`src/rtl/isa_pkg.sv`:
```
package isa_pkg;

    // execution unit select
    typedef enum logic [1:0] {
        UNIT_ALU = 2'd0,
        UNIT_BR  = 2'd1,
        UNIT_MUL = 2'd2
    } unit_e;

    typedef enum logic [3:0] {
        ALU_ADD  = 4'd0,
        ALU_SUB  = 4'd1,
        ALU_SLT  = 4'd2,
        ALU_SLTU = 4'd3,
        ALU_AND  = 4'd4,
        ALU_OR   = 4'd5,
        ALU_XOR  = 4'd6,
        ALU_NOR  = 4'd7,
        ALU_SLL  = 4'd8,
        ALU_SRL  = 4'd9,
        ALU_SRA  = 4'd10,
        ALU_LUI  = 4'd11
    } alu_op_e;

    // branch conditions, jirl first
    typedef enum logic [3:0] {
        BR_JIRL = 4'b0011,
        BR_B    = 4'b0100,
        BR_BL   = 4'b0101,
        BR_BEQ  = 4'b0110,
        BR_BNE  = 4'b0111,
        BR_BLT  = 4'b1000,
        BR_BGE  = 4'b1001,
        BR_BLTU = 4'b1010,
        BR_BGEU = 4'b1011
    } br_cond_e;

    typedef struct packed {
        unit_e    unit;
        alu_op_e  alu_op;
        br_cond_e cond;
        logic     src2_imm;
        logic     mul_high;
        logic     is_signed;
    } uop_t;

endpackage

```
`src/rtl/pipe_pkg.sv`:
```
package pipe_pkg;

    localparam int XLEN   = 32;
    localparam int REG_AW = 5;

    // one lane as it leaves issue
    typedef struct packed {
        logic              en;
        isa_pkg::uop_t     uop;
        logic [REG_AW-1:0] rd;
        logic [REG_AW-1:0] rj;
        logic [REG_AW-1:0] rk;
        logic [XLEN-1:0]   imm;
        logic [XLEN-1:0]   pc;
        logic [XLEN-1:0]   pc_next;
        logic              pred_taken;
    } issue_t;

    typedef struct packed {
        logic              en;
        logic [REG_AW-1:0] rd;
        logic [XLEN-1:0]   data;
        logic [XLEN-1:0]   pc;
    } result_t;

    // partial products of the magnitudes, negate flag applied in stage two
    typedef struct packed {
        logic              en;
        logic [REG_AW-1:0] rd;
        logic              mul_high;
        logic [XLEN-1:0]   pp_ll;
        logic [XLEN-1:0]   pp_lh;
        logic [XLEN-1:0]   pp_hl;
        logic [XLEN-1:0]   pp_hh;
        logic              neg;
    } mul_mid_t;

    typedef struct packed {
        logic            flush;
        logic [XLEN-1:0] branch_pc;
        logic [XLEN-1:0] target;
        // where fetch should continue
        logic [XLEN-1:0] correct_pc;
        logic            taken;
        logic            valid;
    } redirect_t;

endpackage

```
`src/rtl/mul_unit.sv`:
```
`timescale 1ns/1ns

module mul_unit (
    input  logic                        clk,
    input  logic                        rst_n,
    input  logic                        flush,
    input  logic                        start,
    input  logic [pipe_pkg::REG_AW-1:0] rd,
    input  isa_pkg::uop_t               ctrl,
    input  logic [pipe_pkg::XLEN-1:0]   a,
    input  logic [pipe_pkg::XLEN-1:0]   b,
    output pipe_pkg::mul_mid_t          mid,
    output pipe_pkg::result_t           result
);
    import pipe_pkg::*;

    localparam int HALF = XLEN / 2;

    logic              a_neg;
    logic              b_neg;
    logic [XLEN-1:0]   a_mag;
    logic [XLEN-1:0]   b_mag;
    logic [2*XLEN-1:0] sum;
    logic [2*XLEN-1:0] prod;
    mul_mid_t          mid_d;

    // stage one: magnitudes and four partial products
    assign a_neg = ctrl.is_signed && a[XLEN-1];
    assign b_neg = ctrl.is_signed && b[XLEN-1];
    assign a_mag = a_neg ? -a : a;
    assign b_mag = b_neg ? -b : b;

    always_comb begin
        mid_d.en       = start;
        mid_d.rd       = rd;
        mid_d.mul_high = ctrl.mul_high;
        mid_d.pp_ll    = a_mag[HALF-1:0] * b_mag[HALF-1:0];
        mid_d.pp_lh    = a_mag[HALF-1:0] * b_mag[XLEN-1:HALF];
        mid_d.pp_hl    = a_mag[XLEN-1:HALF] * b_mag[HALF-1:0];
        mid_d.pp_hh    = a_mag[XLEN-1:HALF] * b_mag[XLEN-1:HALF];
        mid_d.neg      = a_neg ^ b_neg;
    end

    stage_reg #(.payload_t(mul_mid_t)) mid_reg (
        .clk   (clk),
        .rst_n (rst_n),
        .flush (flush),
        .hold  (1'b0),
        .d     (mid_d),
        .q     (mid)
    );

    // stage two: align and add, then restore the sign
    assign sum = {mid.pp_hh, {XLEN{1'b0}}} +
                 {{HALF{1'b0}}, mid.pp_lh, {HALF{1'b0}}} +
                 {{HALF{1'b0}}, mid.pp_hl, {HALF{1'b0}}} +
                 {{XLEN{1'b0}}, mid.pp_ll};
    assign prod = mid.neg ? -sum : sum;

    always_comb begin
        result.en   = mid.en;
        result.rd   = mid.rd;
        result.data = mid.mul_high ? prod[2*XLEN-1:XLEN] : prod[XLEN-1:0];
        // pc is taken from lane 0's mid register at the top
        result.pc   = '0;
    end

endmodule

```
`src/rtl/stage_reg.sv`:
```
`timescale 1ns/1ns

module stage_reg #(
    parameter type payload_t = logic
) (
    input  logic     clk,
    input  logic     rst_n,
    input  logic     flush,
    input  logic     hold,
    input  payload_t d,
    output payload_t q
);

    always_ff @(posedge clk or negedge rst_n) begin
        if (!rst_n) begin
            q <= '0;
        end else if (flush) begin
            // flushed slot becomes a bubble
            q <= '0;
        end else if (!hold) begin
            q <= d;
        end
    end

endmodule

```
`config.mk`:
```
export PLATFORM = sky130hd
export DESIGN_NAME = mul_unit
export DESIGN_NICKNAME = d
export VERILOG_FILES = /design/src/rtl/isa_pkg.sv /design/src/rtl/pipe_pkg.sv /design/src/rtl/mul_unit.sv /design/src/rtl/stage_reg.sv
export SDC_FILE = /design/constraint.sdc
export NUM_CORES = 2
export LEC_CHECK = 0
export BUFFER_PORTS_ARGS = -buffer_cell sky130_fd_sc_hd__buf_4
export CAP_MARGIN = 20
export CORE_ASPECT_RATIO = 0.9
export CORE_MARGIN = 1.5
export CORE_UTILIZATION = 37
export DETAILED_ROUTE_END_ITERATION = 16
export GPL_TIMING_DRIVEN = 0
export PLACE_DENSITY_LB_ADDON = 0.05
export SYNTH_ARGS = -nofsm -noshare
export SYNTH_HDL_FRONTEND = slang
export SYNTH_SLANG_ARGS = --single-unit
```
`constraint.sdc`:
```
create_clock -name clk -period 6.3 [get_ports clk]
set_input_delay 1.26 -clock clk [delete_from_list [all_inputs] [get_ports clk]]
set_output_delay 1.26 -clock clk [all_outputs]
set_load 0.02 [all_outputs]
```
# Word-level counts from Yosys, hierarchy flattened
# Index checks and enable logic that the tools add are counted.
dict set report totals {
  output_inout_bits 206
  word_cells 26
  input_bits 86
  register_bits 136
}
dict set report op_classes {
  add_sub_neg 6
  multipliers 4
  bitwise 1
  n_mux 5
  reduce_logical 2
}
# op n
set ops {}
lappend ops {{2-to-1 mux 136 bit} 1}
lappend ops {{adder 64 x 48 -> 64 bit} 2}
lappend ops {{multiplier 16 x 16 -> 32 bit} 4}
lappend ops {{2-to-1 mux 32 bit} 3}
lappend ops {{adder 64 x 32 -> 64 bit} 1}
lappend ops {{2-to-1 mux 64 bit} 1}
lappend ops {{negator 32 bit} 2}
lappend ops {{negator 64 bit} 1}
lappend ops {{logical AND 1 bit} 2}
lappend ops {{bitwise XOR 1 bit} 1}

# Logic depth before layout (Yosys ltp)
dict set report logic_depth {
  word_depth 6
  mapped_depth 39
  ltp_nobuf 36
}

# Hierarchy
# Synthesis repeated with hierarchy kept, for this count alone.
dict set report hier_totals {
  cells_unflattened 5267
  area_unflattened_um2 44710.4
}
# mod cells_per_inst instances area_each_um2 seq_area_each_um2
set by_module_without_submodules {}
lappend by_module_without_submodules {mul_unit 4829 1 39227.6 0.0}
lappend by_module_without_submodules {stage_reg 438 1 5482.8 3403.3}

# Least setup slack after synthesis
# No wires, ideal clock.
dict set report synth_path {
  kind {input to register}
  start {in b[0] (netlist name)}
  end {reg mid_reg.q[32] (netlist name)}
  setup_ns 0.078
  path_buffers 3
  path_stages 39
  setup_slack_ns -4.087
  t_required_ns 6.222
  arrival_time_ns 10.308
  cell_sequence {clkbuf_1 inv_1 clkbuf_1 ha_1 nor3b_1 and2_1 nand2_1 nor4_1 and2_1 and3b_1 inv_1 o21ai_0 xnor2_1 clkbuf_1 nand2_1 fa_1 inv_1 fa_1 [... 3 more ...] fa_1 fa_1 inv_1 fa_1 inv_1 ha_1 a21o_1 a21o_1 a221o_1 and2_1 nor4_1 a211oi_1 nor4b_1 nor3_1 a221oi_1 a21oi_1 or3_1 a21oi_1}
}
dict set report synth_via {
  elab_chain_cells 4
}
# item line_no
set synth_rtl {}
lappend synth_rtl {{from (decl)} mul_unit.sv:11} ;# input logic [pipe_pkg::XLEN-1:0] b,
lappend synth_rtl {{negator 32 bit} mul_unit.sv:31} ;# assign b_mag = b_neg ? -b : b;
lappend synth_rtl {{2-to-1 mux 32 bit} mul_unit.sv:31}
lappend synth_rtl {{multiplier 16 x 16 -> 32 bit} mul_unit.sv:40} ;# mid_d.pp_hh = a_mag[XLEN-1:HALF] * b_mag[XLEN-1:HALF];
lappend synth_rtl {{2-to-1 mux 136 bit} stage_reg.sv:17} ;# end else if (flush) begin
lappend synth_rtl {{to (signal assigned)} stage_reg.sv:16} ;# q <= '0;
lappend synth_rtl {{to (signal assigned)} stage_reg.sv:19} ;# q <= '0;
lappend synth_rtl {{to (signal assigned)} stage_reg.sv:21} ;# q <= d;
lappend synth_rtl {{to (decl)} stage_reg.sv:11} ;# output payload_t q
# No other way between the ends.

# Worst setup path in the final report
dict set report layout_path {
  start {in a[2] (netlist name)}
  end {reg mid_reg.q[32] (netlist name)}
}
dict set report layout_via {
  elab_chain_cells 4
}
# item line_no
set layout_rtl {}
lappend layout_rtl {{from (decl)} mul_unit.sv:10} ;# input logic [pipe_pkg::XLEN-1:0] a,
lappend layout_rtl {{negator 32 bit} mul_unit.sv:30} ;# assign a_mag = a_neg ? -a : a;
lappend layout_rtl {{2-to-1 mux 32 bit} mul_unit.sv:30}
lappend layout_rtl {{multiplier 16 x 16 -> 32 bit} mul_unit.sv:40}
lappend layout_rtl {{2-to-1 mux 136 bit} stage_reg.sv:17}
# No other way between the ends.

==> qor.txt <==
outcome: finished, violations left
failing checks: negative setup slack
DRT Pass-1 Iters: 6
Worst-Margin Slew: 1.120 ns
sequential share of the synthesized area: 0.07859
# IOs: 292
multi-input gate area in the final layout: 0.03841 mm²
min Tclk post-route: 9.431 ns
Arr. time, crit path: 9.77 ns
Crit Path Category: in2reg
post-route ant nets: 0
GR Overflow Total: 0
Die H: 327.6 µm
Final Wtd Congestion: 0.9456
CP max stage delay: 0.62 ns
synthesis-to-finish area growth: 23.04%
Most used DFF post-synth: dfrtp_1
gr usage total: 0.3057
top layer in use: met5
RSZ-0062 raised after global routing: yes
drt total wl: 182800 µm
Clock Path Buffers: 2
port bufs: 247
core area: 0.1156 mm²
first-pass GRT wire length: 261300 µm
Buf/Inv on CP: 7
1st-iter DRT viols: 3129
top flop regs: mid_reg.q x136
Post-synth EDFFs: 0
met1 WL: 80250 µm
Fmax: 106.0 MHz
final core utilization: 0.4609
main area contributors after synthesis: fa_1 37%, ha_1 13%, inv_1 8.2%
WP depth: 35
Via density: 5.266
Nets: 6921
syn_area_per_cell: 8.465 µm²
Synth Cell Area: 0.04331 mm²
FF+latch count, synth: 136
Max H-tree Level: 4
crit end category: flip-flop
vias in the first global route: 37850
crit share post-route: 1.497
Initial Util: 0.3746
CP max stage cell: fa_1
count of clock tree sinks: 136
Crit path max-delay family: adder cells
Synth top area share: 0.3740
largest net degree at the start of global routing: 96
Max Cap Viol: 0
dpl cells: 6979
top-count cell post-synth: inv_1
CTS tree: yes
max reg flops: 136
Hold Fails Final Rpt: 0
Rel. slew slack: 0.2537
pre-CTS setup slack: -5.248 ns
final setup vio count: 124
Req. time, crit path: 6.64 ns
Hold Buf Count CTS: 0
Synthesis Warnings: 0
most frequent cells after synthesis: 947 x inv_1, 809 x fa_1, 672 x nor2_1, 669 x nand2_1, 451 x ha_1
async set-reset flop share out of synthesis: 1.000
Routed met3 length: 14610 µm
die area: 0.1191 mm²
drt wl/cell: 25.57 µm
startpoint types: input pin
CTS Buf Count: 17
Clock Pin Slew Worst Setup and Hold Paths: 0.07 ns
crit path max fanout: 5
Clock Root Buffer: clkbuf_16
HP Class: in2async
storage element area: 0.003403 mm²
Max Slew Vio Count: 0
Die W: 363.6 µm
layout cell share with drive strength beyond 1: 0.1942
fin worst setup slack: -3.131 ns
Top reg by flops: mid_reg.q
Cells after Synth: 5116
vias: 37640
fillers: 11460
row count: 118
Yosys cell types: 90
initial antenna violation count: 8
met2 WL: 79770 µm
Synth area leader: fa_1
cell mode on critical path: fa_1
DRC viols: 0
fin cells: 7149
hpwl dp: 154700 µm
==> repair_timing <==
item,4_1_cts,5_1_grt
endpoints found under the setup margin,137,136
setup buffers,94,51
gates resized for setup,367,177
pin swaps,104,115
==> cell families (layout without fill, tap and decap cells) <==
group                    Yosys count  after routing  share of synthesized area
adder cells (fa/ha/maj)         1260           1260                     0.5043
flip-flops                       136            136                    0.07859
XOR/XNOR                         301            301                    0.06087
AND/OR/NAND/NOR                 1678           1678                     0.1657
buffers and inverters           1199           1639                     0.1083
other                              1             34                 0.00008659
multiplexers                       4              4                  0.0009534
AO/OA/AOI/OAI                    537            537                    0.08127
==> path summary, 6_finish.rpt <==
| path | from | endpoint | slack (ns) |
|---|---|---|---|
| worst max-delay path | a[2] | mid_reg.q[32] | -3.13 |
| worst min-delay path | rst_n | mid_reg.q[129] | 0.74 |
| max in group asynchronous | rst_n | mid_reg.q[119] | 4.73 |
| min in group clk | ctrl[1] | mid_reg.q[129] | 1.03 |
==> cells in the final DEF, fill, tap and decap left out, types with 40 or more instances in the layout <==
cell type and n:
nor3_1 55, ha_1 418, clkbuf_1 58, xnor2_2 46
nand2_1 643, buf_4 417, a21oi_2 40, xnor2_1 97
a21o_1 73, inv_1 920, nor2_1 636, xor2_1 79
o21ai_0 61, nand3_1 42, a21oi_1 115, clkbuf_2 49
dfrtp_1 136, fa_1 791
==> through the flow <==
step / hold slack (ns) / instance area [µm²] / setup TNS, ns
final: 0.7362 / 53290 / -200.10
after global routing: 0.7554 / 53280 / -225.87
after CTS: 0.7498 / 52240 / -203.33
after detailed placement: 1.223 / 49030 / -363.50
after global placement: 1.480 / 48610 / -399.17
after floorplan: 0.9644 / 44810 / -140.29
==> routing by layer <==
layer,up-vias,global-route usage
li1,16610,-
met1,19340,0.4345
met2,1401,0.4635
met3,289,0.05658
met4,12,0.1104
met5,-,0
==> cell type report <==
class,instances,share of cell area
plain buffers,246,0.03553
flip-flops and latches,136,0.06387
inverters,949,0.06748
clock inverters,12,0.003593
clock buffers,19,0.008124
well taps,1560,0.03663
repair buffers,413,0.06384
diodes,2,0.00009392
multi-input cells,3812,0.7208
Power is left out: the tool's default activity adds up to more than one toggle a clock period on the data nets, which glitch-free logic cannot reach.
