`src/rtl/isa_pkg.sv`:
```
package isa_pkg;

    // execution unit select
    typedef enum logic [1:0] {
        UNIT_ALU = 2'd0,
        UNIT_BR  = 2'd1,
        UNIT_MUL = 2'd2
    } unit_e;

    typedef enum logic [3:0] {
        ALU_ADD  = 4'd0,
        ALU_SUB  = 4'd1,
        ALU_SLT  = 4'd2,
        ALU_SLTU = 4'd3,
        ALU_AND  = 4'd4,
        ALU_OR   = 4'd5,
        ALU_XOR  = 4'd6,
        ALU_NOR  = 4'd7,
        ALU_SLL  = 4'd8,
        ALU_SRL  = 4'd9,
        ALU_SRA  = 4'd10,
        ALU_LUI  = 4'd11
    } alu_op_e;

    // branch conditions, jirl first
    typedef enum logic [3:0] {
        BR_JIRL = 4'b0011,
        BR_B    = 4'b0100,
        BR_BL   = 4'b0101,
        BR_BEQ  = 4'b0110,
        BR_BNE  = 4'b0111,
        BR_BLT  = 4'b1000,
        BR_BGE  = 4'b1001,
        BR_BLTU = 4'b1010,
        BR_BGEU = 4'b1011
    } br_cond_e;

    typedef struct packed {
        unit_e    unit;
        alu_op_e  alu_op;
        br_cond_e cond;
        logic     src2_imm;
        logic     mul_high;
        logic     is_signed;
    } uop_t;

endpackage

```
`src/rtl/pipe_pkg.sv`:
```
package pipe_pkg;

    localparam int XLEN   = 32;
    localparam int REG_AW = 5;

    // one lane as it leaves issue
    typedef struct packed {
        logic              en;
        isa_pkg::uop_t     uop;
        logic [REG_AW-1:0] rd;
        logic [REG_AW-1:0] rj;
        logic [REG_AW-1:0] rk;
        logic [XLEN-1:0]   imm;
        logic [XLEN-1:0]   pc;
        logic [XLEN-1:0]   pc_next;
        logic              pred_taken;
    } issue_t;

    typedef struct packed {
        logic              en;
        logic [REG_AW-1:0] rd;
        logic [XLEN-1:0]   data;
        logic [XLEN-1:0]   pc;
    } result_t;

    // partial products of the magnitudes, negate flag applied in stage two
    typedef struct packed {
        logic              en;
        logic [REG_AW-1:0] rd;
        logic              mul_high;
        logic [XLEN-1:0]   pp_ll;
        logic [XLEN-1:0]   pp_lh;
        logic [XLEN-1:0]   pp_hl;
        logic [XLEN-1:0]   pp_hh;
        logic              neg;
    } mul_mid_t;

    typedef struct packed {
        logic            flush;
        logic [XLEN-1:0] branch_pc;
        logic [XLEN-1:0] target;
        // where fetch should continue
        logic [XLEN-1:0] correct_pc;
        logic            taken;
        logic            valid;
    } redirect_t;

endpackage

```
`src/rtl/branch_unit.sv`:
```
`timescale 1ns/1ns

module branch_unit #(
    parameter int XLEN_P   = pipe_pkg::XLEN,
    parameter int REG_AW_P = pipe_pkg::REG_AW
) (
    input  pipe_pkg::issue_t    lane,
    input  logic [XLEN_P-1:0]   rj_val,
    input  logic [XLEN_P-1:0]   rk_val,
    output pipe_pkg::result_t   link,
    output pipe_pkg::redirect_t redirect_next
);
    import isa_pkg::*;

    logic              taken;
    logic              is_link;
    logic [XLEN_P-1:0] target;
    logic [XLEN_P-1:0] seq_pc;

    always_comb begin
        case (lane.uop.cond)
            BR_JIRL, BR_B, BR_BL: taken = 1'b1;
            BR_BEQ:  taken = rj_val == rk_val;
            BR_BNE:  taken = rj_val != rk_val;
            BR_BLT:  taken = $signed(rj_val) < $signed(rk_val);
            BR_BGE:  taken = $signed(rj_val) >= $signed(rk_val);
            BR_BLTU: taken = rj_val < rk_val;
            BR_BGEU: taken = rj_val >= rk_val;
            default: taken = 1'b0;
        endcase
    end

    assign seq_pc = lane.pc + XLEN_P'(4);

    // jirl is register relative, everything else pc relative
    assign target = (lane.uop.cond == BR_JIRL ? rj_val : lane.pc) + lane.imm;

    assign is_link = lane.uop.cond == BR_BL || lane.uop.cond == BR_JIRL;

    always_comb begin
        link.en   = lane.en && is_link;
        // bl always links to r1
        link.rd   = (lane.uop.cond == BR_BL) ? REG_AW_P'(1) : lane.rd;
        link.data = seq_pc;
        link.pc   = lane.pc;
    end

    always_comb begin
        redirect_next.valid      = lane.en;
        redirect_next.taken      = lane.en && taken;
        redirect_next.branch_pc  = lane.pc;
        redirect_next.target     = target;
        redirect_next.correct_pc = taken ? target : seq_pc;
        // wrong direction, or right direction but wrong target
        redirect_next.flush      = lane.en &&
                                   (taken != lane.pred_taken ||
                                    (taken && target != lane.pc_next));
    end

endmodule

```
`config.mk`:
```
export PLATFORM = sky130hd
export DESIGN_NAME = branch_unit
export DESIGN_NICKNAME = d
export VERILOG_FILES = /design/src/rtl/isa_pkg.sv /design/src/rtl/pipe_pkg.sv /design/src/rtl/branch_unit.sv
export SDC_FILE = /design/constraint.sdc
export NUM_CORES = 1
export LEC_CHECK = 0
export ABC_AREA = 0
export BUFFER_PORTS_ARGS = -buffer_cell sky130_fd_sc_hd__buf_2
export CORE_AREA = 2 2 141 143
export DETAILED_ROUTE_END_ITERATION = 8
export DIE_AREA = 0 0 143 145
export SLEW_MARGIN = 20
export SYNTH_ARGS = -nofsm -noshare
export SYNTH_HDL_FRONTEND = slang
export SYNTH_SLANG_ARGS = --single-unit
export TNS_END_PERCENT = 30
```
`constraint.sdc`:
```
create_clock -name vclk -period 4.69
set_input_delay 0.2345 -clock vclk [all_inputs]
set_output_delay 0.2345 -clock vclk [all_outputs]
set_load 0.05 [all_outputs]
```
* Word level (Yosys, flattened, before mapping)
Index checks and enable logic that the tools add are counted.
** Storage, ports and cells
- Output and inout bits :: 169
- Register bits after elaboration :: 0
- Word-level logic and storage cells :: 30
- Bits of input ports :: 190
** Operators by class
- Reduce and logical (&&, ||, !) cells :: 7
- Multiplexer cells :: 4
- Equal/unequal tests :: 13
- Magnitude comparators :: 4
- $add $sub $neg :: 2
** Operators with widths (number)
- $ge 32x32->1 :: 2
- $lt 32x32->1 :: 2
- $mux 32 :: 2
- $ne 32x32->1 :: 2
- $add 32x3->32 const B :: 1
- $add 32x32->32 :: 1
- $eq 32x32->1 :: 1
- $eq 4x3->1 const B :: 4
- $eq 4x4->1 const B :: 4
- $pmux 1 s7 :: 1
- $mux 5 :: 1
- $eq 4x2->1 const B :: 1
- $logic_and 1x1->1 :: 4
- $reduce_or 3->1 :: 1
- $logic_or 1x1->1 :: 2
- $ne 1x1->1 :: 1

* Longest topological paths before layout
Gate-level depths: netlist of run 1.
- Depth in word-level cells :: 7
- Mapped depth :: 17
- Depth with buffers taken out :: 16

* Worst setup path before layout of run 1
Ideal clock, no wire load.
- Kind :: in2out
- Start :: in lane[117] in the netlist's numbering
- End :: out redirect_next[98] in the netlist's numbering
- Required time :: 4.456 ns
- Path buffers :: 2
- Path slack :: -0.732 ns
- Stages on the path :: 17
- Arrival :: 5.188 ns
- Cell sequence :: clkbuf_1 > nor3_1 > clkbuf_1 > mux2_2 > ha_1 > inv_1 > fa_1 > nand2b_1 > a21oi_2 > o21ai_0 > a211oi_1 > xor2_1 > nor3_1 > and4_1 > o2111ai_1 > nor4_1 > nor2_1
** RTL lines
- start: declaration :: line branch_unit.sv:7 : input pipe_pkg::issue_t lane,
- end: declaration :: line branch_unit.sv:11 : output pipe_pkg::redirect_t redirect_next

==> impl_metrics.env, run 1 <==
export IMPL_multi_input_area_um2=4890
export IMPL_clock_buffers=0
export IMPL_finalCritPeriodShare_pct=95.2
export IMPL_relSlewSlack_pct=42.0
export IMPL_period_minus_slack_ns=4.47
export IMPL_drc_errors=0
export IMPL_cp_start_kind="input pin"
export IMPL_hold_class="input pin to primary output"
export IMPL_worstPathMaxFanout=15
export IMPL_place_congestion=0.893
export IMPL_grt_max_degree=24
export IMPL_synthAdderAreaFrac_pct=15.3
export IMPL_fin_nets=1342
export IMPL_synth_top_family_by_area="simple AND/OR/NAND/NOR gates"
export IMPL_synth_warnings=0
export IMPL_outcome="complete, no violations"
export IMPL_synth_xor_area_share_pct=15.6
export IMPL_die_w_um=143
export IMPL_grt_busiest_layer="met2"
export IMPL_seqPwrFrac_pct=0
export IMPL_power_density_nw_per_um2=236
export IMPL_timing_hold_violations_final=0
export IMPL_yosys_area_top_type="ha_1"
export IMPL_synth_area_um2=5620
export IMPL_setup_viol=0
export IMPL_avgRoutedWirePerCell_um=16.6
export IMPL_drt_initial_drc_count=319
export IMPL_postSynthAreaPerCell_um2=7.38
export IMPL_die_h_um=145
export IMPL_syn_num_nets=1019
export IMPL_ys_seq_area_share_pct=0
export IMPL_gr_total_overflow=0
export IMPL_worst_pin_slew_ns=0.858
export IMPL_yosysUniqueCellTypes=77
export IMPL_design_seq_count=0
export IMPL_antenna_found_initial=2
export IMPL_start_util_pct=29.2
export IMPL_final_common_cell="buf_2"
export IMPL_slew_viol_final=0
export IMPL_synth_area_mux_share_pct=12.0
export IMPL_row_count=51
export IMPL_max_freq_mhz=224
export IMPL_grt_pass1_vias=6148
export IMPL_seq_area_um2=0
export IMPL_track_usage_pct=20.1
export IMPL_intPower_w=0.000598
export IMPL_final_cell_mix="buf_2, ha_1, buf_4, mux2_2, nand2_1"
export IMPL_p_comb_share_pct=100.0
export IMPL_clkPwrFrac_pct=0
export IMPL_via_per_inst=4.88
export IMPL_crit_arrival_ns=4.23
export IMPL_drive_gt1_share_pct=46.6
export IMPL_core_um2=19200
export IMPL_synth_top_cell_area_share_pct=14.9
export IMPL_drv_cap=0
export IMPL_p_sw_share_pct=66.9
export IMPL_met1_usage_pct=26.3
export IMPL_routed_wl_um=22400
export IMPL_ioPinCount=359
export IMPL_num_fill_cells=2088
export IMPL_die_area_um2=20700
export IMPL_leakage_nw=3.91
export IMPL_post_route_cell_area_um2=7660
export IMPL_io_buffers=340
export IMPL_vias=6576
export IMPL_grt_pass1_wl_um=33300
export IMPL_gr_usage_met2_pct=36.6
export IMPL_dr_pass1_iters=5
export IMPL_syn_to_final_growth_pct=36.5
export IMPL_worstSetupPathType="input pin to primary output"
export IMPL_hpwl_um=20000
export IMPL_synth_compound_area_share_pct=21.0
export IMPL_crit_required_ns=4.46
export IMPL_power_total_w=0.00181
export IMPL_p_sw_w=0.00121
export IMPL_synth_area_leaders="ha_1, mux2_2, buf_4"
export IMPL_synth_simple_area_share_pct=21.9
export IMPL_worst_setup_path_end_kind="primary output"
export IMPL_netlist_instances=761
export IMPL_dpl_instance_area_um2=7600
export IMPL_diodes=0
export IMPL_ant_nets=0
export IMPL_use_met3_pct=1.98
export IMPL_ir_worst_vdd_mv=0.140
## through the flow
stage                     setup slack, ns  hold WS [ns]  setup TNS (ns)  utilization, %  std cells
final                               0.225         0.792               0            39.9       1347
after global routing             -0.00375         0.802        -0.00375            39.9       1347
after CTS                          0.0664         0.794               0            39.6       1345
after detailed placement          -0.0134         0.794         -0.0134            39.5       1345
after global placement           -0.00165         0.796        -0.00165            39.5       1345
after floorplan                    -0.306         0.636          -0.664               -        761
## critical path, cell delays in order
cell       delay, ns
buf_2           0.14
nor3_4          0.22
buf_12          0.14
buf_6           0.18
mux2_2          0.36
ha_1            0.39
buf_4           0.17
nand4_1         0.19
nor2_1          0.13
o21ai_1         0.17
a211oi_1        0.41
or4_1           0.18
o311ai_1        0.11
nor4_2          0.31
o2111ai_1       0.24
nor4_2          0.33
nor2_1          0.06
buf_2           0.22
## final timing paths
path                   from  slack, ns                 to  cells after the start
setup / recovery  lane[118]       0.22  redirect_next[98]                     18
hold / removal     lane[33]       0.79           link[32]                      2
## synth_stat cells (12+ instances only)
master,instances
a21oi_1,56
and3_1,13
buf_4,70
ha_1,67
inv_1,48
mux2_2,58
nand2_1,57
nand3_1,18
nand4_1,24
nor2_1,44
nor3_1,27
o21ai_0,22
o21ai_1,12
xnor2_1,47
xor2_1,25
## metal layers
| metal | vias to the layer above | part of all wire, % |
|---|---|---|
| met5 | - | 0.12 |
| met4 | 4 | 1.0 |
| met3 | 14 | 5.4 |
| met2 | 226 | 49 |
| met1 | 2989 | 45 |
| li1 | 3343 | - |
## cells by family after synthesis
logic type / Yosys count
simple gates: 238
compound gates: 175
buf+inv: 137
xor+xnor: 83
fa+ha+maj: 68
mux: 60
## final cells by class
cell class / instances / area share (%)
Multi-Input combinational cell: 624 / 63.8
Timing Repair Buffer: 410 / 29.5
Tap cell: 265 / 4.33
Inverter: 48 / 2.35
## timing repair
action / in CTS / in global routing
buffers inserted: 0 / 2
setup endpoints to repair: 1 / 1
pin swaps: 0 / 2
hold buffers: 0 / 0
gates resized for setup: 1 / 6
## power groups by stage
stage	Clock, W	Combinational, W	Sequential (W)
after CTS	0	0.00181	0
after global placement	0	0.00180	0
after floorplan	0	0.00131	0
final	0	0.00181	0
after global routing	0	0.00192	0
after detailed placement	0	0.00180	0
(Power assumes the default switching activity.)
==> run 2: changes to the inputs <==
Settings changed: CELL_PAD_IN_SITES_DETAIL_PLACEMENT set to 1, CELL_PAD_IN_SITES_GLOBAL_PLACEMENT set to 1, CORE_AREA 2 2 141 143 to not set, CORE_MARGIN set to 2, CORE_UTILIZATION set to 30, DIE_AREA 0 0 143 145 to not set, PLACE_DENSITY_LB_ADDON set to 0.1.
==> run 2 against run 1 <==
  * Non-clock buffer count is 24 lower
  * Flip-flop and latch count stayed put
  * Power shrank 2.0%
  * Sequential share of layout area did not move
  * Critical path depth decreased by 1
  * Die area shrank 4.4%
  * Final area is 2.8% lower
  * Global-route usage increased by 2.2 points
  * Via count is 0.90% higher
==> impl_metrics.env, run 2 (same netlist as run 1, synthesis figures left out) <==
export IMPL_final_common_cell="buf_2"
export IMPL_crit_required_ns=4.46
export IMPL_avgRoutedWirePerCell_um=18.0
export IMPL_row_count=50
export IMPL_cts_repair_resized=0
export IMPL_fin_util_pct=40.2
export IMPL_power_density_nw_per_um2=238
export IMPL_crit_arrival_ns=4.20
export IMPL_dr_pass1_iters=4
export IMPL_grt_pass1_vias=6705
export IMPL_drv_cap=0
export IMPL_design_seq_count=0
export IMPL_worst_setup_path_end_kind="primary output"
export IMPL_clock_buffers=0
export IMPL_track_usage_pct=22.4
export IMPL_max_stage_delay_ns=0.38
export IMPL_routed_wl_um=23300
export IMPL_worstPathMaxFanout=18
export IMPL_outcome="complete, no violations"
export IMPL_hpwl_um=20900
export IMPL_slew_viol_final=0
export IMPL_instances_no_fill=1294
export IMPL_start_util_pct=30.3
export IMPL_via_per_inst=5.13
export IMPL_io_buffers=340
export IMPL_crit_slowest_cell="a311oi_2"
export IMPL_grt_max_degree=23
export IMPL_grt_setup_unrepaired="false"
export IMPL_drc_errors=0
export IMPL_core_um2=18500
export IMPL_ioPinCount=359
export IMPL_grt_pass1_wl_um=36100
export IMPL_whs_ns=0.799
export IMPL_cp_num_buf_inv=4
export IMPL_timing_hold_violations_final=0
export IMPL_hold_class="input pin to primary output"
export IMPL_worst_pin_slew_ns=0.916
export IMPL_period_minus_slack_ns=4.43
export IMPL_fin_ws_ns=0.259
export IMPL_syn_to_final_growth_pct=32.6
export IMPL_vias=6635
export IMPL_place_inst=1292
export IMPL_leakage_nw=3.80
export IMPL_final_cell_mix="buf_2, ha_1, mux2_2, nand2_1, a21oi_1"
export IMPL_drive_gt1_share_pct=45.8
export IMPL_place_ws_ns=0.0531
export IMPL_worstSetupPathType="input pin to primary output"
export IMPL_antenna_found_initial=2
export IMPL_critical_path_top_delay_family="simple AND/OR/NAND/NOR gates"
export IMPL_num_fill_cells=2451
export IMPL_post_cts_buffers=0
export IMPL_die_h_um=141
export IMPL_seq_area_um2=0
export IMPL_ir_worst_vdd_mv=0.152
export IMPL_place_congestion=0.847
export IMPL_ant_nets=0
export IMPL_cp_start_kind="input pin"
export IMPL_die_w_um=141
export IMPL_tns_ns=0
export IMPL_crit_chain="buf_2 -> nor3_2 -> buf_4 -> buf_12 -> mux2_2 -> ha_1 -> a21o_1 -> and4_4 -> o31ai_1 -> nand3_2 -> a311oi_2 -> xnor3_1 -> nor4_2 -> o2111ai_1 -> nor4_2 -> nor2_1 -> buf_2"
export IMPL_max_freq_mhz=226
export IMPL_setup_viol=0
export IMPL_drt_initial_drc_count=258
export IMPL_finalCritPeriodShare_pct=94.5
export IMPL_relSlewSlack_pct=38.2
export IMPL_fin_nets=1318
export IMPL_die_area_um2=19800
export IMPL_hold_buffers=0
export IMPL_gr_total_overflow=0
==> run 2: cell count changes in the layout (fill, tap and decap cells not counted), moves of 2 or more <==
cell / before / now
buf_4: 66 / 45
buf_6: 2 / 0
diode_2: 0 / 2
o31ai_1: 6 / 4
o31ai_2: 0 / 2
==> run 2: worst paths after layout <==
kind / start / endpoint / slack, ns / cells after the start
worst max-delay path: lane[118] / redirect_next[98] / 0.26 / 17
worst min-delay path: lane[125] / redirect_next[0] / 0.80 / 2
==> run 2: layer usage <==
layer  GRT usage, %  vias up  wire, um
met4           1.58        0       152
met3           2.04       10      1200
li1               -     3297         -
met2           41.8      200     11700
met5              0        -         0
met1           29.0     3128     10300
==> run 2: area by class of cell <==
class | count | area [um2] | area share [%]
multi-input combinational | 624 | 4910 | 65.9
antenna | 2 | 5.00 | 0.0672
timing repair buffer | 386 | 2060 | 27.7
tap | 234 | 293 | 3.93
inverter | 48 | 180 | 2.42
==> run 2: per-stage QoR <==
stage          cell area (um2)  total power, W
6_report                  7450         0.00177
5_1_grt                   7450         0.00189
4_1_cts                   7390         0.00178
3_5_place_dp              7390         0.00177
3_3_place_gp              7390         0.00176
2_1_floorplan             5650         0.00131
==> run 2: power breakdown <==
| group | internal (W) | total, W | switching [W] |
|---|---|---|---|
| clock | 0.0000000000571 | 0.0000000000571 | 0 |
| combinational | 0.000566 | 0.00177 | 0.00121 |
| sequential | 0 | 0 | 0 |
