<file path="src/rtl/isa_pkg.sv">
package isa_pkg;

    // execution unit select
    typedef enum logic [1:0] {
        UNIT_ALU = 2'd0,
        UNIT_BR  = 2'd1,
        UNIT_MUL = 2'd2
    } unit_e;

    typedef enum logic [3:0] {
        ALU_ADD  = 4'd0,
        ALU_SUB  = 4'd1,
        ALU_SLT  = 4'd2,
        ALU_SLTU = 4'd3,
        ALU_AND  = 4'd4,
        ALU_OR   = 4'd5,
        ALU_XOR  = 4'd6,
        ALU_NOR  = 4'd7,
        ALU_SLL  = 4'd8,
        ALU_SRL  = 4'd9,
        ALU_SRA  = 4'd10,
        ALU_LUI  = 4'd11
    } alu_op_e;

    // branch conditions, jirl first
    typedef enum logic [3:0] {
        BR_JIRL = 4'b0011,
        BR_B    = 4'b0100,
        BR_BL   = 4'b0101,
        BR_BEQ  = 4'b0110,
        BR_BNE  = 4'b0111,
        BR_BLT  = 4'b1000,
        BR_BGE  = 4'b1001,
        BR_BLTU = 4'b1010,
        BR_BGEU = 4'b1011
    } br_cond_e;

    typedef struct packed {
        unit_e    unit;
        alu_op_e  alu_op;
        br_cond_e cond;
        logic     src2_imm;
        logic     mul_high;
        logic     is_signed;
    } uop_t;

endpackage

</file>
<file path="src/rtl/pipe_pkg.sv">
package pipe_pkg;

    localparam int XLEN   = 32;
    localparam int REG_AW = 5;

    // one lane as it leaves issue
    typedef struct packed {
        logic              en;
        isa_pkg::uop_t     uop;
        logic [REG_AW-1:0] rd;
        logic [REG_AW-1:0] rj;
        logic [REG_AW-1:0] rk;
        logic [XLEN-1:0]   imm;
        logic [XLEN-1:0]   pc;
        logic [XLEN-1:0]   pc_next;
        logic              pred_taken;
    } issue_t;

    typedef struct packed {
        logic              en;
        logic [REG_AW-1:0] rd;
        logic [XLEN-1:0]   data;
        logic [XLEN-1:0]   pc;
    } result_t;

    // partial products of the magnitudes, negate flag applied in stage two
    typedef struct packed {
        logic              en;
        logic [REG_AW-1:0] rd;
        logic              mul_high;
        logic [XLEN-1:0]   pp_ll;
        logic [XLEN-1:0]   pp_lh;
        logic [XLEN-1:0]   pp_hl;
        logic [XLEN-1:0]   pp_hh;
        logic              neg;
    } mul_mid_t;

    typedef struct packed {
        logic            flush;
        logic [XLEN-1:0] branch_pc;
        logic [XLEN-1:0] target;
        // where fetch should continue
        logic [XLEN-1:0] correct_pc;
        logic            taken;
        logic            valid;
    } redirect_t;

endpackage

</file>
<file path="src/rtl/operand_forward.sv">
`timescale 1ns/1ns

module operand_forward #(
    parameter int XLEN_P   = pipe_pkg::XLEN,
    parameter int REG_AW_P = pipe_pkg::REG_AW
) (
    input  logic [REG_AW_P-1:0] rj0,
    input  logic [REG_AW_P-1:0] rk0,
    input  logic [REG_AW_P-1:0] rj1,
    input  logic [REG_AW_P-1:0] rk1,
    input  logic [XLEN_P-1:0]   rf_rj0,
    input  logic [XLEN_P-1:0]   rf_rk0,
    input  logic [XLEN_P-1:0]   rf_rj1,
    input  logic [XLEN_P-1:0]   rf_rk1,
    input  pipe_pkg::result_t   mid0,
    input  pipe_pkg::result_t   mid1,
    input  pipe_pkg::result_t   fin0,
    input  pipe_pkg::result_t   fin1,
    output logic [XLEN_P-1:0]   src_rj0,
    output logic [XLEN_P-1:0]   src_rk0,
    output logic [XLEN_P-1:0]   src_rj1,
    output logic [XLEN_P-1:0]   src_rk1
);
    import pipe_pkg::*;

    function automatic logic hit(input result_t s, input logic [REG_AW_P-1:0] r);
        return s.en && r != '0 && s.rd == r;
    endfunction

    // youngest producer wins, lane 1 before lane 0 within an age
    function automatic logic [XLEN_P-1:0] pick(
        input logic [REG_AW_P-1:0] r,
        input logic [XLEN_P-1:0]   rf_val,
        input result_t             m1,
        input result_t             m0,
        input result_t             f1,
        input result_t             f0
    );
        if (hit(m1, r)) return m1.data;
        if (hit(m0, r)) return m0.data;
        if (hit(f1, r)) return f1.data;
        if (hit(f0, r)) return f0.data;
        return rf_val;
    endfunction

    always_comb begin
        src_rj0 = pick(rj0, rf_rj0, mid1, mid0, fin1, fin0);
        src_rk0 = pick(rk0, rf_rk0, mid1, mid0, fin1, fin0);
        src_rj1 = pick(rj1, rf_rj1, mid1, mid0, fin1, fin0);
        src_rk1 = pick(rk1, rf_rk1, mid1, mid0, fin1, fin0);
    end

endmodule

</file>
<file path="config.mk">
export PLATFORM = sky130hd
export DESIGN_NAME = operand_forward
export DESIGN_NICKNAME = d
export VERILOG_FILES = /design/src/rtl/isa_pkg.sv /design/src/rtl/pipe_pkg.sv /design/src/rtl/operand_forward.sv
export SDC_FILE = /design/constraint.sdc
export NUM_CORES = 1
export LEC_CHECK = 0
export BUFFER_PORTS_ARGS = -buffer_cell sky130_fd_sc_hd__buf_2
export CAP_MARGIN = 40
export CELL_PAD_IN_SITES_DETAIL_PLACEMENT = 1
export CELL_PAD_IN_SITES_GLOBAL_PLACEMENT = 1
export CORE_AREA = 2 2 214 216
export DETAILED_ROUTE_END_ITERATION = 8
export DIE_AREA = 0 0 216 218
export GPL_TIMING_DRIVEN = 0
export PLACE_DENSITY_LB_ADDON = 0.1
export SLEW_MARGIN = 20
export SYNTH_ARGS = -nofsm -noshare
export SYNTH_HDL_FRONTEND = slang
export SYNTH_SLANG_ARGS = --single-unit
</file>
<file path="constraint.sdc">
create_clock -name vclk -period 2.3
set_input_delay 0.345 -clock vclk [all_inputs]
set_output_delay 0.345 -clock vclk [all_outputs]
set_load 0.05 [all_outputs]
</file>
* Word level (Yosys, flattened, before mapping)
Index checks and enable logic that the tools add are counted.
Widths: inputs -> output; s select.
** Cells by class
- Reduce and logical (&&, ||, !) cells :: 36
- Eq/ne operators :: 16
- Muxes and demuxes :: 72
** Operators with widths (count)
- $mux 32 :: 32
- $eq 5x5->1 :: 16
- $mux 1 :: 40
- $logic_and 1x1->1 :: 32
- $reduce_bool 5->1 :: 4
** Word-level totals
- Register bits after elaboration :: 0
- Logic and storage cells :: 124
- Output and inout bits :: 128

* Depth between registers and ports, before layout
Gate-level depths: netlist of run 1.
- Depth in word-level cells :: 14
- Gate-level depth with buffers :: 9
- Mapped depth without buffers :: 5

* Worst setup path before layout of run 1
No wires, ideal clock.
- Path type :: input port to output port
- Start :: in rk0[2]
- End :: out src_rk0[19]
- Required time :: 1.955 ns
- Path buffers :: 3
- Setup slack :: -0.510 ns
- Stages :: 8
- Data arrival time :: 2.465 ns
- Cell sequence :: buf_2 -> nor4_4 -> and2_2 -> nor4b_1 -> buf_2 -> buf_2 -> a221oi_1 -> o211ai_1
** On the way
- Word-level cells in the longest chain between the ends :: 11
- Elaborated cells on any way between the ends :: 30
- Classes of those cells :: eq/ne: 4; mux: 17; reduce/logical: 9
** RTL lines
- from (decl) :: line operand_forward.sv:8 : input logic [REG_AW_P-1:0] rk0,
- $reduce_bool 5->1 :: line operand_forward.sv:27 : return s.en && r != '0 && s.rd == r;
- $logic_and 1x1->1 (2 in series) :: line operand_forward.sv:27
- $mux 1 (2 in series) :: line operand_forward.sv:42 : if (hit(f0, r)) return f0.data;
- $mux 1 :: line operand_forward.sv:41 : if (hit(f1, r)) return f1.data;
- $mux 1 :: line operand_forward.sv:40 : if (hit(m0, r)) return m0.data;
- $mux 32 :: line operand_forward.sv:43 : return rf_val;
- $mux 32 :: line operand_forward.sv:42
- $mux 32 :: line operand_forward.sv:41
- $mux 32 (*) :: line operand_forward.sv:40
- to (decl) :: line operand_forward.sv:20 : output logic [XLEN_P-1:0] src_rk0,
Mark *: on every way between the ends. The rest lies on a longest branch, timed or not. The select of a mux whose other input is x is not followed.

* Worst setup path in the final report of run 1
- Start :: in fin0[68] (netlist name)
- End :: out src_rk1[4]
** On the way
- Word-level cells in the longest chain between the ends :: 10
- Elaborated cells on any way between the ends :: 11
- Classes of those cells :: eq/ne: 1; mux: 9; reduce/logical: 1
** RTL lines
- from (decl) :: line operand_forward.sv:17 : input pipe_pkg::result_t fin0,
- $eq 5x5->1 (*) :: line operand_forward.sv:27
- $logic_and 1x1->1 (*) :: line operand_forward.sv:27
- $mux 1 (2 in series) :: line operand_forward.sv:42
- $mux 1 :: line operand_forward.sv:41
- $mux 1 :: line operand_forward.sv:40
- $mux 32 (*) :: line operand_forward.sv:43
- $mux 32 (*) :: line operand_forward.sv:42
- $mux 32 (*) :: line operand_forward.sv:41
- $mux 32 (*) :: line operand_forward.sv:40
- to (decl) :: line operand_forward.sv:22 : output logic [XLEN_P-1:0] src_rk1
Marks and branches as above.

==> flow_summary.toml, run 1 <==
[status]
status = "finished with violations"
violations = "setup timing"

[power_and_ir_drop]
leakagePower_nw = 5.94
ir_drop_mv = 0.138
power_density_nw_per_um2 = 241

[placement]
placed_cell_area_um2 = 10400
gp_congestion = 0.850
hpwlAfterDp_mm = 51.5
pre_cts_slack_ns = -1.40
port_buffers = 395

[timing]
worst_slew_pin_slew_ns = 0.749
hold-worst-slack_ns = 1.14
slew_headroom_pct = 50.1
finalCriticalPeriod_ns = 2.74
setup-violations-final = 128
post-route-period-util_pct = 119
final.setup.worst_slack_ns = -0.443
maxSlewViolCount = 0
hold_violations = 0
max_freq_mhz = 365
tns_ns = -32.55
rsz0062_at_grt = "yes"

[yosys]
netlist_top_cells_count = "o211ai_1 (251), nand2_1 (177), nand3_1 (138)"
ys_types = 37
syn_avg_cell_area_um2 = 6.19
synth_most_common_cell = "o211ai_1"
synth_area_leader_cell = "o211ai_1"
yosysSeqAreaShare_pct = 0
synthCells = 1141
yosys_warnings = 0
synth_area_leaders = "o211ai_1 (27%), nand3_1 (9.8%), a221oi_1 (9.7%)"
synthesis.area_um2 = 7060
synth_largest_type_area_fraction_pct = 26.7
synth.net_count = 1569

[final_layout]
final_cell_area_um2 = 15400
seq_cell_count = 0
clkbuf_count = 0
nFillCells = 5349
layout.nets = 2106
seq_area_um2 = 0
drive_gt1_share_pct = 55.4
area_growth_pct = 118

[detailed_routing]
drt_wl_total_mm = 74.9
vias_per_cell = 5.47
drcViolationCount = 0
first_pass_iters = 5
wl_per_cell_um = 32.8
vias = 12500
antenna_left = 0
drt_iter0_drc = 871

[floorplan]
die_h_um = 218
die_area_um2 = 47100
die_w_um = 216
row_count = 78
start_util_pct = 15.7
coreArea_um2 = 44900
io_pins = 556

[worst_setup_path]
critical_path_class = "in -> out"
endpoint_kind = "primary output"
cp_max_fo = 8
worst_setup_path_start_kind = "input pin"
crit_arrival_ns = 2.40
critical_path_required_ns = 1.96

[global_route]
grt_pass1_wl_mm = 102
grt-ovfl-total = 0
antenna_found_initial = 9
track_usage_pct = 30.1
first_global_vias = 13200
grt_max_degree = 11

[run]
maxCapViolCount = 0

[clocking]
cts_hold_buf = 0

[min_path]
hp-class = "in -> out"
-- layout by cell type, fill, tap and decap left out, types with 13 or more instances in the layout --
master,instances
buf_2,267
o211ai_1,251
buf_4,183
nand2_1,167
nand3_1,110
nor2_1,109
buf_12,86
a221oi_2,75
buf_6,50
xnor2_1,30
nand3_2,28
clkbuf_16,23
clkbuf_8,23
buf_8,22
clkbuf_2,22
xnor2_2,21
a221oi_1,18
a221oi_4,15
xor2_1,14
a21boi_0,14
a211oi_2,13
-- critical path, cell delays in order --
cell	delay, ns
buf_6	0.14
xnor2_2	0.12
nand4_1	0.15
or4b_4	0.56
buf_12	0.19
buf_12	0.15
a221oi_4	0.26
o211ai_1	0.21
buf_4	0.25
-- report_power, final --
group | internal (W) | switching (W)
logic | 0.00141 | 0.00230
registers | 0 | 0
clock network | 0.000000000408 | 0
-- routing by layer --
metal  vias to the layer above  global-route usage, %  wire length, µm
met1                      6273                   39.7            32100
met2                       597                   51.6            36100
met4                         6                   7.58             2180
met5                         -                      0               41
met3                       134                   3.92             4550
li1                       5469                      -                -
-- what timing repair did --
| item | in CTS | in global routing |
|---|---|---|
| setup buffers | 83 | 35 |
| cloned | 30 | 7 |
| gates resized for setup | 681 | 120 |
| pin swaps | 165 | 157 |
| setup endpoints to repair | 128 | 128 |
-- path summary, 6_finish.rpt --
| check | startpoint | endpoint | slack, ns | cells after the start |
|---|---|---|---|---|
| worst min-delay path | mid1[52] | src_rk0[20] | 1.14 | 4 |
| worst max-delay path | fin0[68] | src_rk1[4] | -0.44 | 9 |
-- cell type report --
cell class	count	area, µm²	share of cell area, %
Tap cell	600	751	4.88
Antenna cell	7	17.5	0.114
Buffer	161	2280	14.8
Inverter	4	15.0	0.0976
Multi-Input combinational cell	970	7840	51.0
Timing Repair Buffer	541	4470	29.1
-- cell families after synthesis --
family,synth area share [%]
xor gates and xnor gates,10.0
buffers and inverters,10.9
AOI/OAI and AO/OA,47.7
and+or+nand+nor,31.3
-- stage by stage --
stage | power [W] | std cells | utilization [%]
floorplan | 0.00176 | 1141 | -
global placement | 0.00283 | 2136 | 23.0
CTS | 0.00355 | 2255 | 32.8
detailed placement | 0.00284 | 2145 | 23.2
global route | 0.00384 | 2280 | 34.2
finish | 0.00371 | 2283 | 34.3
(Power assumes the default switching activity.)
==> run 2: changes to the inputs <==
Settings changed: PLACE_DENSITY_LB_ADDON 0.1 to 0.25, REMOVE_ABC_BUFFERS set to 1.
==> flow_summary.toml, run 2 (synthesized netlist as in run 1, its figures left out) <==
[status]
status = "finished with violations"
violations = "setup timing"

[timing]
worst_slew_pin_slew_ns = 0.566
max_freq_mhz = 353
finalCriticalPeriod_ns = 2.83
hold_violations = 0
slew_headroom_pct = 62.1
setup-violations-final = 128
rsz0062_at_grt = "yes"
final.setup.worst_slack_ns = -0.530
post-route-period-util_pct = 123
maxSlewViolCount = 0

[detailed_routing]
drt_wl_total_mm = 82.0
drt_iter0_drc = 1241
first_pass_iters = 5
antenna_left = 0
vias_per_cell = 5.96
wl_per_cell_um = 34.8
drcViolationCount = 0
vias = 14100

[final_layout]
drive_gt1_share_pct = 59.7
nFillCells = 5283
seq_area_um2 = 0
final_cell_mix = "buf_2 (263), o211ai_1 (251), buf_4 (238), nand2_1 (162), buf_6 (120)"
clkbuf_count = 0
area_growth_pct = 136
seq_cell_count = 0
final_cell_area_um2 = 16700
multi_input_area_um2 = 8300
layout.nets = 2184
final_common_cell = "buf_2"

[worst_setup_path]
critPathTopFamily = "buffers and inverters"
critical_path_class = "in -> out"
endpoint_kind = "primary output"
worst_setup_path_start_kind = "input pin"
path_cells = "buf_12, buf_6, xnor2_2, nand4_1, buf_4, or3_4, buf_12, o211ai_1, o211ai_1, buf_4"
crit_cells = 10
max_stage_delay_ns = 0.42
cp.buffers_inverters = 5
cp_max_fo = 8
critPathSlowestCell = "or3_4"
crit_arrival_ns = 2.48
critical_path_required_ns = 1.96

[global_route]
antenna_found_initial = 5
grt_max_degree = 21
grt_pass1_wl_mm = 107
grt-ovfl-total = 0
first_global_vias = 14300
track_usage_pct = 31.1

[power_and_ir_drop]
leakagePower_nw = 6.44
ir_drop_mv = 0.132
power_density_nw_per_um2 = 244

[floorplan]
coreArea_um2 = 44900
die_w_um = 216
die_area_um2 = 47100
die_h_um = 218
row_count = 78
io_pins = 556
start_util_pct = 15.7

[placement]
placed_cell_area_um2 = 10400
port_buffers = 428
gp_congestion = 0.864
pre_cts_slack_ns = -1.33
hpwlAfterDp_mm = 49.3

[run]
maxCapViolCount = 0

[clocking]
cts_hold_buf = 0

[min_path]
min_to = "src_rk0[0]"
whs_path_depth = 4
hp-class = "in -> out"
hold_path.startpoint = "mid1[32]"
-- run 2: changes by cell type in the layout (fill, tap and decap cells not counted), sizes merged --
cell | previous run | this run
clkinvlp | 0 | 1
nand2 | 177 | 178
diode | 7 | 5
or3 | 8 | 16
buf | 620 | 764
clkbuf | 82 | 7
inv | 4 | 3
-- run 2: stage by stage --
| step | utilization (%) | setup TNS (ns) | hold slack, ns | std cells | total power (W) |
|---|---|---|---|---|---|
| after floorplan | - | -201.05 | 1.12 | 974 | 0.00159 |
| after global placement | 20.5 | -619.89 | 1.15 | 2002 | 0.00267 |
| after detailed placement | 23.2 | -108.25 | 1.15 | 2074 | 0.00283 |
| after CTS | 33.1 | -22.95 | 1.14 | 2259 | 0.00364 |
| after global routing | 37.1 | -46.11 | 1.15 | 2356 | 0.00416 |
| final | 37.1 | -42.73 | 1.13 | 2359 | 0.00406 |
-- run 2: layer usage --
layer	vias to the layer above	GRT usage (%)	wire, µm
met4	2	13.2	5430
li1	5645	-	-
met3	347	5.26	7010
met2	1068	53.8	38000
met1	6991	38.0	31500
met5	-	0	7
-- run 2: cell type report --
type | count | area share [%]
Inverter | 4 | 0.113
Tap cell | 600 | 4.50
Timing Repair Buffer | 771 | 45.5
Multi-Input combinational cell | 979 | 49.8
Antenna cell | 5 | 0.0751
-- run 2: worst max-delay path by stage --
stage | start | slack (ns) | to
finish | rk1[1] | -0.53 | src_rk1[28]
global route | rk1[1] | -0.52 | src_rk1[28]
CTS | fin0[68] | -0.30 | src_rk1[28]
detailed placement | fin0[64] | -1.33 | src_rj0[11]
global placement | rk0[3] | -7.08 | src_rk0[1]
floorplan | rk0[0] | -2.14 | src_rk0[0]
-- run 2: repair_timing --
item	in CTS	in global routing
hold endpoints to repair	0	0
gates resized for setup	538	203
gates cloned	30	7
pin swaps	194	188
buffers inserted	158	106
setup endpoints to repair	128	128
-- run 2: power by group --
part	leakage, nW	internal, W	total (W)	switching [W]
Clock	0.0000258	0.000000000204	0.000000000204	0
Combinational	6.44	0.00160	0.00406	0.00246
Sequential	0	0	0	0
Total	6.44	0.00160	0.00406	0.00246
==> run 3: changes to the inputs <==
Settings changed: CELL_PAD_IN_SITES_DETAIL_PLACEMENT 1 to not set, CELL_PAD_IN_SITES_GLOBAL_PLACEMENT 1 to not set, CORE_AREA 2 2 214 216 to 2 2 216 218, DIE_AREA 0 0 216 218 to 0 0 218 220.
==> flow_summary.toml, run 3 (synthesized netlist as in run 1, its figures left out) <==
[timing]
post-route-period-util_pct = 117
setup-violations-final = 128
tns_ns = -34.92
slew_headroom_pct = 63.0
worst_slew_pin_slew_ns = 0.547
max_freq_mhz = 371
final.setup.worst_slack_ns = -0.394
rsz0062_at_grt = "yes"
maxSlewViolCount = 0
hold-worst-slack_ns = 1.13
finalCriticalPeriod_ns = 2.69
hold_violations = 0

[placement]
dp.cells = 2080
hpwlAfterDp_mm = 46.7
port_buffers = 428
gp_congestion = 0.890
pre_cts_slack_ns = -1.22

[worst_setup_path]
worst_setup_path_start_kind = "input pin"
endpoint = "src_rk1[21]"
worstSetupStartpoint = "fin0[67]"
crit_arrival_ns = 2.35
critical_path_class = "in -> out"
cp_max_fo = 5
endpoint_kind = "primary output"
critical_path_required_ns = 1.96

[status]
violations = "setup timing"
status = "finished with violations"

[detailed_routing]
antenna_left = 0
vias = 14100
drt_wl_total_mm = 79.8
vias_per_cell = 6.03
first_pass_iters = 6
wl_per_cell_um = 34.2
drt_iter0_drc = 1622
drcViolationCount = 0

[power_and_ir_drop]
internal_power_w = 0.00153
p_total_w = 0.00393
p_sw_share_pct = 61.1
ir_drop_mv = 0.176
power_density_nw_per_um2 = 245
clockPowerShare_pct = 0
leakagePower_nw = 6.25
comb_power_share_pct = 100.0
power_switching_w = 0.00240
p_seq_share_pct = 0

[final_layout]
clkbuf_count = 0
area_growth_pct = 127
seq_cell_count = 0
seq_area_um2 = 0
final_common_cell = "buf_2"
stdcell_count = 2334
final_cell_mix = "buf_2 (264), o211ai_1 (251), buf_4 (231), nand2_1 (163)"
drive_gt1_share_pct = 57.7
layout.nets = 2155

[floorplan]
die_area_um2 = 48000
io_pins = 556
die_w_um = 218
start_util_pct = 15.4
die_h_um = 220
row_count = 79
coreArea_um2 = 45900

[global_route]
antenna_found_initial = 7
grt-ovfl-total = 0
first_global_vias = 13700
grt_max_degree = 39
grt_pass1_wl_mm = 102
track_usage_pct = 29.6

[clocking]
cts_hold_buf = 0

[min_path]
hp-class = "in -> out"

[run]
maxCapViolCount = 0
-- run 3: critical path, cell delays in order --
cell       delay, ns
buf_12          0.12
xor2_4          0.19
buf_16          0.14
or4b_4          0.59
buf_12          0.17
clkbuf_16       0.17
a221oi_2        0.24
o211ai_1        0.16
buf_4           0.22
-- run 3: final cells by class --
cell class | count | area, µm²
multi-input combinational | 979 | 8030
tap | 607 | 759
timing repair buffer | 742 | 7230
inverter | 4 | 17.5
fill | 4675 | 29800
antenna | 2 | 5.00
-- run 3: repair_timing --
item,4_1_cts,5_1_grt
endpoints found under the setup margin,128,128
setup buffers,160,72
pin swaps,168,161
resized for setup,467,203
gates cloned,32,14
-- run 3: worst min-delay path by stage --
| stage | from | slack [ns] | cells after the start | endpoint |
|---|---|---|---|---|
| after floorplan | mid0[62] | 1.12 | 2 | src_rk0[30] |
| after global placement | mid1[45] | 1.15 | 4 | src_rj0[13] |
| after CTS | mid1[37] | 1.13 | 4 | src_rk0[5] |
| after global routing | mid1[48] | 1.15 | 4 | src_rk0[16] |
| after detailed placement | mid1[45] | 1.15 | 4 | src_rj1[13] |
| final | mid1[37] | 1.13 | 4 | src_rk0[5] |
-- run 3: metrics by stage --
step                utilization, %  area, µm²
finish                        35.0      16000
global route                  35.0      16000
CTS                           31.8      14600
detailed placement            22.8      10400
global placement              20.1       9210
floorplan                        -       6310
-- run 3: per-layer routing --
layer / track usage (%) / routed length, µm / vias up / share of wire, %
met5: 0 / 46 / - / 0.058
met4: 12.4 / 5270 / 8 / 6.6
met3: 8.76 / 9430 / 407 / 12
met2: 49.5 / 36000 / 1330 / 45
met1: 35.1 / 29000 / 6735 / 36
li1: - / - / 5589 / -
-- run 3: power by group through the flow --
stage | clock network [W] | registers (W) | logic, W
global route | 0.0000000000141 | 0 | 0.00404
CTS | 0 | 0 | 0.00357
floorplan | 0 | 0 | 0.00159
global placement | 0 | 0 | 0.00264
finish | 0.0000000000738 | 0 | 0.00393
detailed placement | 0 | 0 | 0.00280
